### config.mk
export PLATFORM = sky130hd
export DESIGN_NAME = game_view
export DESIGN_NICKNAME = d
export VERILOG_FILES = /design/src/view_pkg.sv /design/src/game_view.sv /design/src/object_map.sv /design/src/pixel_writer.sv /design/src/round_keeper.sv /design/src/round_sequencer.sv /design/src/sprite_scanner.sv
export VERILOG_INCLUDE_DIRS = /design/src
export SDC_FILE = /design/constraint.sdc
export NUM_CORES = 1
export LEC_CHECK = 0
export ABC_AREA = 0
export BUFFER_PORTS_ARGS = -buffer_cell sky130_fd_sc_hd__buf_2
export CAP_MARGIN = 20
export CORE_AREA = 2 2 204 206
export DETAILED_ROUTE_END_ITERATION = 8
export DIE_AREA = 0 0 206 208
export GPL_TIMING_DRIVEN = 0
export HOLD_SLACK_MARGIN = 0.05
export PLACE_DENSITY = 0.7
export SLEW_MARGIN = 20
export SYNTH_ARGS = -nofsm -noshare
export SYNTH_HDL_FRONTEND = slang
export SYNTH_HIERARCHICAL = 1
export SYNTH_SLANG_ARGS = --single-unit
### constraint.sdc
create_clock -name clk -period 9.52 [get_ports clk]
set_input_delay 1.428 -clock clk [delete_from_list [all_inputs] [get_ports clk]]
set_output_delay 1.428 -clock clk [all_outputs]
set_load 0.01 [all_outputs]
### src/view_defs.svh
// game view constants
// screen geometry, sprite shape, palette, object values and round timing
`ifndef VIEW_DEFS_SVH
`define VIEW_DEFS_SVH

`define SCREEN_W      320
`define SCREEN_H      240

`define SPRITE_SIZE   20
`define CORNER_SIZE   2

`define OBJ_COUNT     15

// 12-bit rgb palette
`define COLOR_BG      12'h6a3
`define COLOR_GOLD    12'hfc1
`define COLOR_STONE   12'h888
`define COLOR_DIAMOND 12'h1ef
`define COLOR_CLEAR   12'h000

`define VALUE_GOLD    20
`define VALUE_STONE   5
`define VALUE_DIAMOND 50

`define GOAL_BASE     75
`define GOAL_STEP     75

// object frames per round
`define ROUND_TIME    12
`define LAST_LEVEL    3

`endif

### src/view_pkg.sv
// game view types
// coordinates, colours, round counters, pixel and object records, view states
package view_pkg;

	typedef logic [8:0]  coord_x_t;
	typedef logic [7:0]  coord_y_t;
	typedef logic [11:0] color_t;
	typedef logic [9:0]  score_t;
	typedef logic [2:0]  level_t;
	typedef logic [3:0]  obj_index_t;
	typedef logic [1:0]  obj_kind_t;
	typedef logic [3:0]  time_t;

	localparam obj_kind_t KIND_GOLD    = 2'd0;
	localparam obj_kind_t KIND_STONE   = 2'd1;
	localparam obj_kind_t KIND_DIAMOND = 2'd2;

	typedef struct packed {
		coord_x_t x;
		coord_y_t y;
		color_t   color;
	} pixel_t;

	typedef struct packed {
		coord_x_t  x;
		coord_y_t  y;
		obj_kind_t kind;
		logic      visible;
	} obj_rec_t;

	// base corner plus offset within the area being walked
	typedef struct packed {
		coord_x_t  base_x;
		coord_y_t  base_y;
		coord_x_t  dx;
		coord_y_t  dy;
		obj_kind_t kind;
		logic      visible;
		logic      background;
	} scan_pos_t;

	typedef enum logic [2:0] {
		IDLE,
		CLEAR,
		OBJECTS,
		FRAME_END,
		LEVEL_UP,
		GAME_OVER,
		GAME_WIN
	} view_state_t;

endpackage
### src/game_view.sv
// game view top level
// background and object frame pipeline with round state tracking
`timescale 1ns/1ps

module game_view import view_pkg::*; (
	input  logic        clk,
	input  logic        resetn,
	input  logic        go,
	input  logic        map_load,
	input  obj_index_t  map_index,
	input  obj_rec_t    map_data,
	input  logic        collect,
	input  obj_index_t  collect_index,
	output pixel_t      pixel,
	output logic        write_en,
	output view_state_t state,
	output level_t      level,
	output score_t      score,
	output time_t       time_left
);

	logic       scan_start;
	logic       scan_background;
	logic       scan_done;
	logic       scan_valid;
	scan_pos_t  scan_pos;
	obj_index_t obj_sel;
	obj_rec_t   obj;
	logic       frame_tick;
	logic       round_start;
	logic       level_up;
	logic       goal_met;
	logic       time_up;
	logic       collect_hit;
	obj_kind_t  collect_kind;

	// map loads only between games
	wire map_load_ok = map_load && (state == IDLE || state == GAME_OVER || state == GAME_WIN);

	round_sequencer u_sequencer (
		.clk             (clk),
		.resetn          (resetn),
		.go              (go),
		.scan_done       (scan_done),
		.goal_met        (goal_met),
		.time_up         (time_up),
		.level           (level),
		.state           (state),
		.scan_start      (scan_start),
		.scan_background (scan_background),
		.obj_sel         (obj_sel),
		.frame_tick      (frame_tick),
		.round_start     (round_start),
		.level_up        (level_up)
	);

	object_map u_map (
		.clk           (clk),
		.resetn        (resetn),
		.map_load      (map_load_ok),
		.map_index     (map_index),
		.map_data      (map_data),
		.collect       (collect),
		.collect_index (collect_index),
		.round_start   (round_start),
		.level_up      (level_up),
		.obj_sel       (obj_sel),
		.obj           (obj),
		.collect_hit   (collect_hit),
		.collect_kind  (collect_kind)
	);

	sprite_scanner u_scanner (
		.clk             (clk),
		.resetn          (resetn),
		.scan_start      (scan_start),
		.scan_background (scan_background),
		.obj             (obj),
		.scan_pos        (scan_pos),
		.scan_valid      (scan_valid),
		.scan_done       (scan_done)
	);

	pixel_writer u_writer (
		.clk        (clk),
		.resetn     (resetn),
		.scan_pos   (scan_pos),
		.scan_valid (scan_valid),
		.pixel      (pixel),
		.write_en   (write_en)
	);

	round_keeper u_keeper (
		.clk          (clk),
		.resetn       (resetn),
		.collect_hit  (collect_hit),
		.collect_kind (collect_kind),
		.frame_tick   (frame_tick),
		.round_start  (round_start),
		.level_up     (level_up),
		.score        (score),
		.level        (level),
		.time_left    (time_left),
		.goal_met     (goal_met),
		.time_up      (time_up)
	);

endmodule

### src/object_map.sv
// object map
// fifteen object records with load and collect ports, visibility restored per round
`timescale 1ns/1ps
`include "view_defs.svh"

module object_map import view_pkg::*; (
	input  logic       clk,
	input  logic       resetn,
	input  logic       map_load,
	input  obj_index_t map_index,
	input  obj_rec_t   map_data,
	input  logic       collect,
	input  obj_index_t collect_index,
	input  logic       round_start,
	input  logic       level_up,
	input  obj_index_t obj_sel,
	output obj_rec_t   obj,
	output logic       collect_hit,
	output obj_kind_t  collect_kind
);

	obj_rec_t             rec_q [`OBJ_COUNT];
	logic [`OBJ_COUNT-1:0] visible_q;
	logic [`OBJ_COUNT-1:0] loaded_q;
	logic                 sel_ok;
	logic                 collect_ok;

	assign sel_ok     = obj_sel < obj_index_t'(`OBJ_COUNT);
	assign collect_ok = collect_index < obj_index_t'(`OBJ_COUNT);

	// combinational read for the scanner
	always_comb begin
		obj = '0;
		if (sel_ok) begin
			obj         = rec_q[obj_sel];
			obj.visible = visible_q[obj_sel];
		end
	end

	// only a visible object scores
	assign collect_hit  = collect && collect_ok && visible_q[collect_index];
	assign collect_kind = collect_ok ? rec_q[collect_index].kind : KIND_GOLD;

	always_ff @(posedge clk) begin
		if (map_load && map_index < obj_index_t'(`OBJ_COUNT)) begin
			rec_q[map_index] <= map_data;
		end
	end

	always_ff @(posedge clk) begin
		if (!resetn) begin
			visible_q <= '0;
			loaded_q  <= '0;
		end else begin
			if (round_start || level_up) begin
				visible_q <= loaded_q;
			end else if (collect_hit) begin
				visible_q[collect_index] <= 1'b0;
			end
			if (map_load && map_index < obj_index_t'(`OBJ_COUNT)) begin
				loaded_q[map_index]  <= 1'b1;
				visible_q[map_index] <= map_data.visible;
			end
		end
	end

endmodule

### src/pixel_writer.sv
// pixel writer, the result stage
// colours each scan position, drops transparent corners and registers the write
`timescale 1ns/1ps
`include "view_defs.svh"

module pixel_writer import view_pkg::*; (
	input  logic      clk,
	input  logic      resetn,
	input  scan_pos_t scan_pos,
	input  logic      scan_valid,
	output pixel_t    pixel,
	output logic      write_en
);

	pixel_t pixel_d;
	color_t palette;
	logic   corner_x;
	logic   corner_y;
	logic   in_corner;

	always_comb begin
		case (scan_pos.kind)
			KIND_GOLD:    palette = `COLOR_GOLD;
			KIND_STONE:   palette = `COLOR_STONE;
			KIND_DIAMOND: palette = `COLOR_DIAMOND;
			default:      palette = `COLOR_CLEAR;
		endcase
	end

	// 2x2 cut at each sprite corner
	assign corner_x  = scan_pos.dx < `CORNER_SIZE ||
	                   scan_pos.dx >= `SPRITE_SIZE - `CORNER_SIZE;
	assign corner_y  = scan_pos.dy < `CORNER_SIZE ||
	                   scan_pos.dy >= `SPRITE_SIZE - `CORNER_SIZE;
	assign in_corner = !scan_pos.background && corner_x && corner_y;

	always_comb begin
		pixel_d.x = scan_pos.base_x + scan_pos.dx;
		pixel_d.y = scan_pos.base_y + scan_pos.dy;
		if (in_corner) begin
			pixel_d.color = `COLOR_CLEAR;
		end else if (scan_pos.background) begin
			pixel_d.color = `COLOR_BG;
		end else begin
			pixel_d.color = palette;
		end
	end

	always_ff @(posedge clk) begin
		pixel <= pixel_d;
	end

	always_ff @(posedge clk) begin
		if (!resetn) begin
			write_en <= 1'b0;
		end else begin
			write_en <= scan_valid && scan_pos.visible && pixel_d.color != `COLOR_CLEAR;
		end
	end

endmodule

### src/round_keeper.sv
// round keeper
// score accumulation against the level goal, level register and round timer
`timescale 1ns/1ps
`include "view_defs.svh"

module round_keeper import view_pkg::*; (
	input  logic      clk,
	input  logic      resetn,
	input  logic      collect_hit,
	input  obj_kind_t collect_kind,
	input  logic      frame_tick,
	input  logic      round_start,
	input  logic      level_up,
	output score_t    score,
	output level_t    level,
	output time_t     time_left,
	output logic      goal_met,
	output logic      time_up
);

	score_t      value;
	score_t      goal;
	logic [10:0] sum;

	always_comb begin
		case (collect_kind)
			KIND_GOLD:    value = score_t'(`VALUE_GOLD);
			KIND_STONE:   value = score_t'(`VALUE_STONE);
			KIND_DIAMOND: value = score_t'(`VALUE_DIAMOND);
			default:      value = '0;
		endcase
	end

	// goal grows by one step per level
	assign goal     = score_t'(`GOAL_BASE) + score_t'(`GOAL_STEP) * score_t'(level);
	assign goal_met = score >= goal;
	assign time_up  = time_left == '0;

	assign sum = {1'b0, score} + {1'b0, value};

	always_ff @(posedge clk) begin
		if (!resetn) begin
			score     <= '0;
			level     <= '0;
			time_left <= time_t'(`ROUND_TIME);
		end else if (round_start || level_up) begin
			score     <= '0;
			time_left <= time_t'(`ROUND_TIME);
			if (round_start) begin
				level <= '0;
			end else begin
				level <= level + 3'd1;
			end
		end else begin
			if (collect_hit) begin
				// saturate at the top of the score range
				score <= sum[10] ? '1 : sum[9:0];
			end
			if (frame_tick && !time_up) begin
				time_left <= time_left - 4'd1;
			end
		end
	end

endmodule

### src/round_sequencer.sv
// round sequencer, the decode stage
// orders the background pass, the object frames and the round-end decisions
`timescale 1ns/1ps
`include "view_defs.svh"

module round_sequencer import view_pkg::*; (
	input  logic        clk,
	input  logic        resetn,
	input  logic        go,
	input  logic        scan_done,
	input  logic        goal_met,
	input  logic        time_up,
	input  level_t      level,
	output view_state_t state,
	output logic        scan_start,
	output logic        scan_background,
	output obj_index_t  obj_sel,
	output logic        frame_tick,
	output logic        round_start,
	output logic        level_up
);

	view_state_t state_d;
	obj_index_t  sel_d;
	logic        busy_q;
	logic        busy_d;
	logic        last_obj;
	logic        win_level;

	assign last_obj        = obj_sel == obj_index_t'(`OBJ_COUNT - 1);
	assign win_level       = level == level_t'(`LAST_LEVEL - 1);
	assign scan_background = state == CLEAR;

	always_comb begin
		state_d     = state;
		sel_d       = obj_sel;
		busy_d      = busy_q;
		scan_start  = 1'b0;
		frame_tick  = 1'b0;
		round_start = 1'b0;
		level_up    = 1'b0;
		case (state)
			IDLE, GAME_OVER, GAME_WIN: begin
				if (go) begin
					round_start = 1'b1;
					busy_d      = 1'b0;
					sel_d       = '0;
					state_d     = CLEAR;
				end
			end
			CLEAR, OBJECTS: begin
				// busy marks a scan in flight
				if (!busy_q) begin
					scan_start = 1'b1;
					busy_d     = 1'b1;
				end else if (scan_done) begin
					busy_d = 1'b0;
					if (state == CLEAR) begin
						state_d = OBJECTS;
						sel_d   = '0;
					end else if (last_obj) begin
						state_d = FRAME_END;
						sel_d   = '0;
					end else begin
						sel_d = obj_sel + 4'd1;
					end
				end
			end
			FRAME_END: begin
				// tick first, decide once the timer has moved
				if (!busy_q) begin
					frame_tick = 1'b1;
					busy_d     = 1'b1;
				end else begin
					busy_d = 1'b0;
					if (goal_met && win_level) begin
						state_d = GAME_WIN;
					end else if (goal_met) begin
						state_d = LEVEL_UP;
					end else if (time_up) begin
						state_d = GAME_OVER;
					end else begin
						state_d = OBJECTS;
					end
				end
			end
			LEVEL_UP: begin
				level_up = 1'b1;
				state_d  = CLEAR;
			end
			default: begin
				state_d = IDLE;
			end
		endcase
	end

	always_ff @(posedge clk) begin
		if (!resetn) begin
			state   <= IDLE;
			obj_sel <= '0;
			busy_q  <= 1'b0;
		end else begin
			state   <= state_d;
			obj_sel <= sel_d;
			busy_q  <= busy_d;
		end
	end

endmodule

### src/sprite_scanner.sv
// sprite scanner, the execute stage
// walks the full screen or one 20x20 sprite, one position per cycle
`timescale 1ns/1ps
`include "view_defs.svh"

module sprite_scanner import view_pkg::*; (
	input  logic      clk,
	input  logic      resetn,
	input  logic      scan_start,
	input  logic      scan_background,
	input  obj_rec_t  obj,
	output scan_pos_t scan_pos,
	output logic      scan_valid,
	output logic      scan_done
);

	coord_x_t last_x;
	coord_y_t last_y;
	logic     at_last;

	assign last_x = scan_pos.background ? coord_x_t'(`SCREEN_W - 1) :
	                                      coord_x_t'(`SPRITE_SIZE - 1);
	assign last_y = scan_pos.background ? coord_y_t'(`SCREEN_H - 1) :
	                                      coord_y_t'(`SPRITE_SIZE - 1);

	assign at_last   = scan_pos.dx == last_x && scan_pos.dy == last_y;
	assign scan_done = scan_valid && at_last;

	always_ff @(posedge clk) begin
		if (!resetn) begin
			scan_valid <= 1'b0;
		end else if (scan_start) begin
			scan_valid <= 1'b1;
		end else if (scan_done) begin
			scan_valid <= 1'b0;
		end
	end

	// position registers
	always_ff @(posedge clk) begin
		if (scan_start) begin
			scan_pos.dx         <= '0;
			scan_pos.dy         <= '0;
			scan_pos.kind       <= obj.kind;
			scan_pos.background <= scan_background;
			if (scan_background) begin
				// full screen from the origin
				scan_pos.base_x  <= '0;
				scan_pos.base_y  <= '0;
				scan_pos.visible <= 1'b1;
			end else begin
				scan_pos.base_x  <= obj.x;
				scan_pos.base_y  <= obj.y;
				scan_pos.visible <= obj.visible;
			end
		end else if (scan_valid && !at_last) begin
			if (scan_pos.dx == last_x) begin
				scan_pos.dx <= '0;
				scan_pos.dy <= scan_pos.dy + 8'd1;
			end else begin
				scan_pos.dx <= scan_pos.dx + 9'd1;
			end
		end
	end

endmodule

Yosys cells after proc, flatten, opt, wreduce, memory -nomap -nowiden
Memory sizes are Yosys's and may differ from the RTL's. A register that Yosys moved wholly into a read port is not among the register bits.
Index checks and enable logic that the tools add are counted.
Widths: inputs -> output; s select.
{"block": "word_totals", "out_inout_bits": 50, "inputBits": 33, "reg_bits": 124, "wordCells": 163, "mem_bits_rw": 300, "mem_count": 1}
{"block": "op_classes", "order_cmp": 13, "n_mux": 56, "n_bitwise": 5, "eq_ne": 19, "addsub": 9, "n_mul": 1, "reduce_logical": 39}
{"name": "u_map.rec_q", "depth": 15, "width": 20, "rd": 2, "rd_ports_with_merged_regs": 1, "wr": 1, "line_no": "object_map.sv:22", "text": "obj_rec_t rec_q [`OBJ_COUNT];"}
{"operator": "$mux 15", "count": 4}
{"operator": "$pmux 12 s3", "count": 1}
{"operator": "$mux 3", "count": 10}
{"operator": "$mux 4", "count": 7}
{"operator": "$mux 12", "count": 2}
{"operator": "$mux 1", "count": 18}
{"operator": "$mux 9", "count": 2}
{"operator": "$pmux 6 s3", "count": 1}
{"operator": "$and 15x15->15", "count": 1}
{"operator": "$bwmux 15", "count": 1}
{"operator": "$logic_and 1x1->1", "count": 15}
{"operator": "$lt 4x5->1 const B", "count": 3}
{"operator": "$not 15->15", "count": 1}
{"operator": "$or 15x15->15", "count": 1}
{"operator": "$lt 4x4->1 const B", "count": 3}
{"operator": "$pmux 3 s4", "count": 1}
{"operator": "$reduce_bool 12->1", "count": 1}
{"operator": "$add 10x6->11", "count": 1}
{"operator": "$add 7x10->10 const A", "count": 1}
{"operator": "$ge 10x10->1", "count": 1}
{"operator": "$mul 7x3->10 const A", "count": 1}
{"operator": "$mux 10", "count": 1}
{"operator": "$add 9x1->9 const B", "count": 1}
{"operator": "$add 9x9->9", "count": 1}
{"operator": "other kinds (40)", "count": 63}

Logic depth before layout (Yosys ltp)
Gate-level depths: netlist of the first run.
{"block": "depth", "depth_word": 11, "mapped_depth": 19, "depth_no_buf": 19}

Hierarchy
The synthesis of the first run kept the hierarchy.
{"mod": "object_map", "cells_each": 667, "seq_area_each_um2": 9158.8, "area_each_um2": 12669.7, "n_inst": 1}
{"mod": "sprite_scanner", "cells_each": 157, "seq_area_each_um2": 991.0, "area_each_um2": 1739.2, "n_inst": 1}
{"mod": "round_keeper", "cells_each": 179, "seq_area_each_um2": 340.3, "area_each_um2": 1508.9, "n_inst": 1}
{"mod": "pixel_writer", "cells_each": 146, "seq_area_each_um2": 520.5, "area_each_um2": 1403.8, "n_inst": 1}
{"mod": "round_sequencer", "cells_each": 80, "seq_area_each_um2": 160.2, "area_each_um2": 661.9, "n_inst": 1}
{"mod": "game_view", "cells_each": 5, "seq_area_each_um2": 0.0, "area_each_um2": 42.5, "n_inst": 1}

Worst setup path before layout of the first run
Ideal clock, no wire load.
{"block": "synth_timing", "path_type": "input -> register", "startpoint": "in collect_index[0]", "endpoint": "reg u_keeper.score[8]", "arrival_time_ns": 3.955, "t_required_ns": 9.429, "setup_slack_ns": 5.474, "cell_stages": 12, "n_path_buf": 1, "path_cell_list": "buf_6 > mux4_2 > mux4_2 > nor2_1 > ha_1 > inv_1 > fa_1 > nor2b_4 > o21ai_2 > a21boi_4 > a31oi_1 > a311oi_1"}
{"block": "synth_via", "elab_chain_cells": 6, "elab_cells_between_ends": 13, "cone_classes": "add/sub: 1; order compare: 1; eq/ne: 2; mux: 5; reduce/logical: 3; memory: 1"}
{"element": "start: declaration", "line_no": "game_view.sv:13", "text": "input obj_index_t collect_index,"}
{"element": "$mem_v2 15x20 or $lt 4x4->1 (tied branches)"}
{"element": "$mux 2 *", "line_no": "object_map.sv:42", "text": "assign collect_kind = collect_ok ? rec_q[collect_index].kind : KIND_GOLD;"}
{"element": "net collect_kind[1]", "line_no": "game_view.sv:35", "text": "obj_kind_t collect_kind;"}
{"element": "$eq 2x2->1, or another cell as far along", "line_no": "round_keeper.sv:26", "text": "case (collect_kind)"}
{"element": "$pmux 6 s3 *", "line_no": "round_keeper.sv:26"}
{"element": "$add 10x6->11 *", "line_no": "round_keeper.sv:39", "text": "assign sum = {1'b0, score} + {1'b0, value};"}
{"element": "$mux 10 *", "line_no": "round_keeper.sv:57", "text": "score <= sum[10] ? '1 : sum[9:0];"}
{"element": "end signal: assignment", "line_no": "round_keeper.sv:57"}
{"element": "end: declaration", "line_no": "round_keeper.sv:14", "text": "output score_t score,"}
Mark *: on every way through the listed nets, which the timed path passes. The rest lies on a longest branch. The select of a mux whose other input is x is not followed.
A chain may end at the register's enable or synchronous reset.

Worst setup path after layout of the first run
{"block": "layout_timing", "startpoint": "reg u_keeper.level[1]", "endpoint": "reg u_sequencer.state[0]"}
{"block": "layout_via", "elab_chain_cells": 7, "elab_cells_between_ends": 9, "cone_classes": "add/sub: 1; mul: 1; order compare: 1; eq/ne: 1; mux: 4; reduce/logical: 1"}
{"element": "start: declaration", "line_no": "round_keeper.sv:15", "text": "output level_t level,"}
{"element": "start signal: assignment", "line_no": "round_keeper.sv:52", "text": "level <= level + 3'd1;"}
{"element": "$mul 7x3->10 *", "line_no": "round_keeper.sv:35", "text": "assign goal = score_t'(`GOAL_BASE) + score_t'(`GOAL_STEP) * score_t'(level);"}
{"element": "$add 7x10->10 *", "line_no": "round_keeper.sv:35"}
{"element": "$ge 10x10->1 *", "line_no": "round_keeper.sv:36", "text": "assign goal_met = score >= goal;"}
{"element": "net goal_met", "line_no": "game_view.sv:32", "text": "logic goal_met;"}
{"element": "$mux 3 or $logic_and 1x1->1 (tied branches)", "line_no": "round_sequencer.sv:78, round_sequencer.sv:76"}
{"element": "$mux 3 *", "line_no": "round_sequencer.sv:76", "text": "if (goal_met && win_level) begin"}
{"element": "$mux 3 *", "line_no": "round_sequencer.sv:71", "text": "if (!busy_q) begin"}
{"element": "$pmux 3 s4 *", "line_no": "round_sequencer.sv:42", "text": "case (state)"}
{"element": "end signal: assignment", "line_no": "round_sequencer.sv:103", "text": "state <= state_d;"}
{"element": "end: declaration", "line_no": "round_sequencer.sv:14", "text": "output view_state_t state,"}
Marked as above.

==> results.sh, run 1 <==
export IMPL_grt_use_total=0.1956
export IMPL_outcome="completed"
export IMPL_dp_hpwl_mm=28.21
export IMPL_swShare=0.2581
export IMPL_p_sw_mw=1.215
export IMPL_layout_commonest_cell="edfxtp_1"
export IMPL_ys_ff_latch=405
export IMPL_clock_sinks=405
export IMPL_antenna_left=0
export IMPL_hp_class="reg -> reg"
export IMPL_cts_buffers=42
export IMPL_postLayoutCellArea_sq_um=21130
export IMPL_clk_path_buf_depth=3
export IMPL_cp_start_kind="register"
export IMPL_rows=74
export IMPL_die_area_sq_um=42850
export IMPL_critPathArrivalTime_ps=4650
export IMPL_start_util=0.4445
export IMPL_core_sq_um=40550
export IMPL_cts_tree="done"
export IMPL_clk_transition_reported_paths_ps=60
export IMPL_grt_pass1_wl_mm=63.38
export IMPL_critPathKind="reg -> reg"
export IMPL_max_slew_margin=0.3855
export IMPL_p_clk_frac=0.378
export IMPL_die_h_um=208
export IMPL_min_period_ps=4157
export IMPL_ys_flop_type="edfxtp_1"
export IMPL_first_iter_violations=879
export IMPL_cts_setup_buffers=0
export IMPL_ys_types=90
export IMPL_holdBufCountCts=0
export IMPL_max_freq_ghz=0.2406
export IMPL_hold_viol=0
export IMPL_port_buffers=79
export IMPL_synth_edf_count=306
export IMPL_cts_resized=0
export IMPL_pwr_share_comb=0.167
export IMPL_grt_pass1_vias=11030
export IMPL_fp_dieW_um=206
export IMPL_yosysWarnings=6
export IMPL_dpl_instance_area_sq_um=19610
export IMPL_gp_congestion=0.8899
export IMPL_layout_common_cells="edfxtp_1 (306), dfxtp_1 (99), buf_2 (91)"
export IMPL_tns_ps=0
export IMPL_clkLatencyLatePin_ps=570
export IMPL_seqPwrFrac=0.454
export IMPL_reg2reg_from="u_keeper/level[1]"
export IMPL_synth_seq_area_share=0.6197
export IMPL_globalRoute_totalOverflow=0
export IMPL_setup_viol=0
export IMPL_skew_ps=14.01
export IMPL_netlist_area_sq_um=18030
export IMPL_ir_worst_vdd_uv=123.6
export IMPL_drive_above_1_share=0.2173
export IMPL_viasPerCell=5.709
export IMPL_cp_startpoint="u_keeper/level[1]"
export IMPL_syn_nets=1324
export IMPL_dr_pass1_iters=7
export IMPL_vias=11120
export IMPL_wirelength_mm=41.26
export IMPL_drc_errors=0
export IMPL_worst_path_most_repeated_cell="o21ai_0"
export IMPL_crit_path_max_incr_delay_ps=550
export IMPL_pin_count=83
export IMPL_slowest_stage="dfxtp_1"
export IMPL_htreeDepth=2
export IMPL_cp_required_ps=10010
export IMPL_nets=1470
export IMPL_syn_to_final_growth_pct=17.24
export IMPL_rsz0062_at_grt="false"
export IMPL_powerDensity_nw_per_um2=222.7
export IMPL_drv_slew=0
export IMPL_avgSynthCellArea_sq_um=14.61
export IMPL_grt_max_degree=17
export IMPL_hold_slack_ps=466.9
export IMPL_p_int_mw=3.492
export IMPL_synth_async_reset_ratio=0
export IMPL_wl_per_cell_um=21.19
export IMPL_root_buffer="clkbuf_16"
export IMPL_syn_inst=1234
export IMPL_tightest_slew_ps=921.8
export IMPL_critPathCaptureType="register"
export IMPL_maxCapViolations=0
export IMPL_p_leak_nw=7.443
export IMPL_antenna_found_initial=3
export IMPL_hold_start="u_map/loaded_q[14]"
export IMPL_crit_path_max_fanout=10
export IMPL_path_cells="inv_1, ha_1, xnor2_1, inv_1, fa_1, nor2b_1, o21ai_0, nand2b_1, a31oi_1, xnor2_1, ha_1, or4_1, a221oi_1, o21ai_0, nand2b_1, a21oi_1, o21ai_0, mux2i_1"
export IMPL_min_period_over_period=0.4366
## path summary, 6_finish.rpt
kind,to,depth (start not counted),slack [ps]
worst max register to register,u_sequencer/state[0],18,5360
worst min-delay path,u_map/loaded_q[14],1,470
worst max-delay path,u_sequencer/state[0],18,5360
worst min register to register,u_map/loaded_q[14],1,470
## per-stage QoR
stage	std cells	power, mW	setup slack [ps]	utilization
floorplan	1234	2.692	5474	-
global placement	1845	2.926	3548	0.4707
detailed placement	1868	2.967	4855	0.4836
CTS	1945	4.750	5306	0.5209
global route	1946	4.908	4953	0.5211
finish	1947	4.707	5363	0.5211
## cells by family after synthesis
kind of cell	Yosys count	share of synthesized area
flip-flops	405	0.6197
XOR/XNOR	33	0.01603
adder cells (fa/ha/maj)	57	0.04165
multiplexers	150	0.1307
buffers and inverters	105	0.02922
other	1	0.0002080
AO/OA/AOI/OAI	221	0.08427
AND/OR/NAND/NOR	262	0.07823
## worst max-delay path: cells and delay by family (launching register included)
family	cells	cell delay (ps)
AO/OA/AOI/OAI	6	850
AND/OR/NAND/NOR	4	930
multiplexers	1	140
XOR/XNOR	2	370
adder cells (fa/ha/maj)	3	1010
flip-flops	1	550
buffers and inverters	2	250
## synthesized netlist by cell type, drive strengths merged (4+ instances only)
master,count,area (sq um)
edfxtp,306,9189
dfxtp,99,1982
mux2i,80,813.3
mux4,67,1509
nand2,64,240.2
ha,52,650.6
nor2,52,197.7
o21ai,52,264.0
inv,47,176.4
a21oi,39,198.9
buf,35,260.3
nand3,30,155.1
nor2b,29,188.9
clkbuf,23,90.09
o22ai,22,137.6
xnor2,21,183.9
o21a,19,142.6
a32oi,16,140.1
nor3,15,80.08
a31oi,13,81.33
xor2,12,105.1
nand4,9,56.30
nand2b,8,50.05
a21o,7,60.05
and2,7,43.79
and3,7,48.80
o211ai,7,57.55
or4,7,56.30
a221oi,6,65.06
nand3b,6,57.56
o31ai,6,50.05
a211oi,5,37.54
fa,5,100.1
o21bai,4,30.03
or3b,4,35.04
## metal layers
metal	part of all wire	vias to the layer above	global-route usage
li1	-	5095	-
met1	0.42	5516	0.2631
met2	0.48	411	0.3150
met3	0.070	91	0.03618
met4	0.032	2	0.07586
met5	0.00027	-	0
## power by group through the flow
stage / clock [mW] / combinational [mW] / sequential, mW
3_3_place_gp: 0 / 0.744 / 2.18
2_1_floorplan: 0 / 0.504 / 2.19
3_5_place_dp: 0 / 0.788 / 2.18
5_1_grt: 1.88 / 0.874 / 2.15
4_1_cts: 1.82 / 0.793 / 2.14
6_report: 1.78 / 0.788 / 2.14
## registers in the layout (all words and copies together), names as in the netlist
signal and cells:
u_keeper/level 3, u_keeper/score 10, u_keeper/time_left 4, u_map/loaded_q 15, u_map/rec_q 285, u_map/visible_q 15
u_scanner/scan_pos 38, u_scanner/scan_valid 1, u_sequencer/busy_q 1, u_sequencer/obj_sel 4, u_sequencer/state 3, u_writer/pixel 25
u_writer/write_en 1
## cell type report
class	count	area (sq um)
multi-input combinational	724	6442
tap	532	665.6
timing repair buffer	102	810.8
fill	3325	19420
sequential	405	11170
clock buffer	49	1099
antenna	2	5.005
clock inverter	28	414.1
buffer	58	350.3
inverter	47	176.4
(Power assumes the default switching activity.)
==> inputs of run 2 (changes only) <==
- PLACE_DENSITY: 0.7 -> 0.72
- clock period: 9.52 -> 3.45 ns (I/O delays scaled with it)
==> results.sh, run 2 (synthesis results as in run 1) <==
export IMPL_grt_max_degree=22
export IMPL_layout_commonest_cell="edfxtp_1"
export IMPL_dp_hpwl_mm=28.36
export IMPL_critPathKind="reg -> reg"
export IMPL_pin_count=83
export IMPL_p_leak_nw=7.403
export IMPL_core_sq_um=40550
export IMPL_p_clk_frac=0.356
export IMPL_gp_congestion=0.8757
export IMPL_tightest_slew_ps=1046
export IMPL_largest_reg_flops=285
export IMPL_outcome="completed"
export IMPL_n_antenna_cell=0
export IMPL_multiInputGateArea_sq_um=6583
export IMPL_layout_common_cells="edfxtp_1 (306), dfxtp_1 (96), buf_2 (91)"
export IMPL_max_slew_margin=0.3028
export IMPL_fp_dieW_um=206
export IMPL_ir_worst_vdd_uv=394.5
export IMPL_clock_sinks=405
export IMPL_die_h_um=208
export IMPL_antenna_found_initial=2
export IMPL_seqPwrFrac=0.469
export IMPL_hp_class="in -> reg"
export IMPL_grt_util_met2=0.3235
export IMPL_clk_transition_reported_paths_ps=60
export IMPL_top_regs="u_map/rec_q x285, u_scanner/scan_pos x38, u_writer/pixel x25"
export IMPL_setup_viol=0
export IMPL_antenna_left=0
export IMPL_start_util=0.4445
export IMPL_grt_pass1_vias=11060
export IMPL_met1_usage=0.2514
export IMPL_cts_tree="done"
export IMPL_regMostFlops="u_map/rec_q"
export IMPL_rsz0062_at_grt="true"
export IMPL_setup_ws_ps=29.24
export IMPL_nets=1477
export IMPL_pwr_share_comb=0.175
export IMPL_drv_slew=0
export IMPL_swShare=0.2675
export IMPL_globalRoute_totalOverflow=0
export IMPL_grt_use_total=0.1937
export IMPL_clkLatencyLatePin_ps=570
export IMPL_max_freq_ghz=0.2923
export IMPL_first_iter_violations=1054
export IMPL_p_int_mw=9.218
export IMPL_grt_use_met3=0.03759
export IMPL_p_sw_mw=3.367
export IMPL_syn_to_final_growth_pct=17.01
export IMPL_rows=74
export IMPL_drc_errors=0
export IMPL_rrSetupSlack_ps=30
export IMPL_crit_path_max_fanout=9
export IMPL_die_area_sq_um=42850
export IMPL_stdcell_count=1952
export IMPL_root_buffer="clkbuf_16"
export IMPL_critPathArrivalTime_ps=3910
export IMPL_vias=11150
export IMPL_clk_path_buf_depth=3
export IMPL_htreeDepth=2
export IMPL_busiest_layer="met2"
export IMPL_holdBufCountCts=0
export IMPL_cp_required_ps=3940
export IMPL_port_buffers=79
export IMPL_drive_above_1_share=0.2338
export IMPL_maxCapViolations=0
export IMPL_skew_ps=22.23
export IMPL_wirelength_mm=41.35
export IMPL_cts_buffers=42
export IMPL_hold_viol=0
export IMPL_grt_pass1_wl_mm=63.27
export IMPL_hold_slack_ps=275.6
export IMPL_place_inst=1866
export IMPL_critPathCaptureType="register"
export IMPL_fill_cells=3334
export IMPL_dr_pass1_iters=5
export IMPL_min_period_ps=3421
export IMPL_viasPerCell=5.712
export IMPL_powerDensity_nw_per_um2=596.6
export IMPL_dp_slack_ps=-336.9
export IMPL_wl_per_cell_um=21.18
export IMPL_min_period_over_period=0.9915
export IMPL_ff_latch_area_sq_um=11180
export IMPL_cp_start_kind="register"
-- run 2: stage by stage --
step,setup TNS [ps],cell area (sq um),power [mW],utilization
after global routing,-242.7,21090,13.14,0.5201
after CTS,0,21000,12.68,0.5177
after global placement,-223690,19100,8.079,0.4710
after detailed placement,-2852,19520,8.209,0.4813
after floorplan,0,18040,7.430,-
final,0,21090,12.58,0.5201
-- run 2: area by class of cell --
| class | count | area share |
|---|---|---|
| clock buffer | 54 | 0.05345 |
| clock inverter | 23 | 0.01115 |
| multi-input combinational | 724 | 0.3121 |
| sequential | 405 | 0.5300 |
| timing repair buffer | 109 | 0.03660 |
| inverter | 47 | 0.008483 |
| buffer | 58 | 0.01667 |
| tap | 532 | 0.03156 |
-- run 2: timing repair --
item	CTS	global route
gates cloned	0	0
hold endpoints to repair	0	0
setup buffers	5	4
setup endpoints to repair	3	4
pin swaps	5	14
gates resized for setup	13	14
-- run 2: worst paths after layout --
check	from	endpoint	depth (start not counted)
hold reg to reg	u_map/loaded_q[4]	u_map/loaded_q[4]	1
setup reg to reg	u_keeper/level[1]	u_sequencer/state[1]	17
hold / removal	map_data[0]	u_map/visible_q[14]	3
setup / recovery	u_keeper/level[1]	u_sequencer/state[1]	17
-- run 2: power by group through the flow --
stage,logic [mW],clock network (mW),registers [mW]
after floorplan,1.39,0,6.04
after global placement,2.06,0,6.02
after detailed placement,2.20,0,6.01
after CTS,2.20,4.57,5.91
after global routing,2.44,4.76,5.94
final,2.21,4.48,5.90
-- run 2: metal layers --
| layer | routed length [um] | vias to the layer above |
|---|---|---|
| met5 | 8 | - |
| met4 | 1100 | 2 |
| met3 | 2986 | 76 |
| met2 | 20330 | 406 |
| met1 | 16920 | 5558 |
| li1 | - | 5108 |
-- run 2: critical path, stage by stage, from the launching register on --
cell      delay [ps]
dfxtp_4          360
buf_4            180
ha_2             210
a21o_1           210
ha_4             280
o21ai_0           70
o21bai_1         210
a21oi_2          100
xnor2_1          140
ha_1             210
or4_4            520
a221oi_4         210
o21ai_2          100
buf_4            150
nor2_4            90
nor2_2            40
a21oi_1          140
o211a_1          150
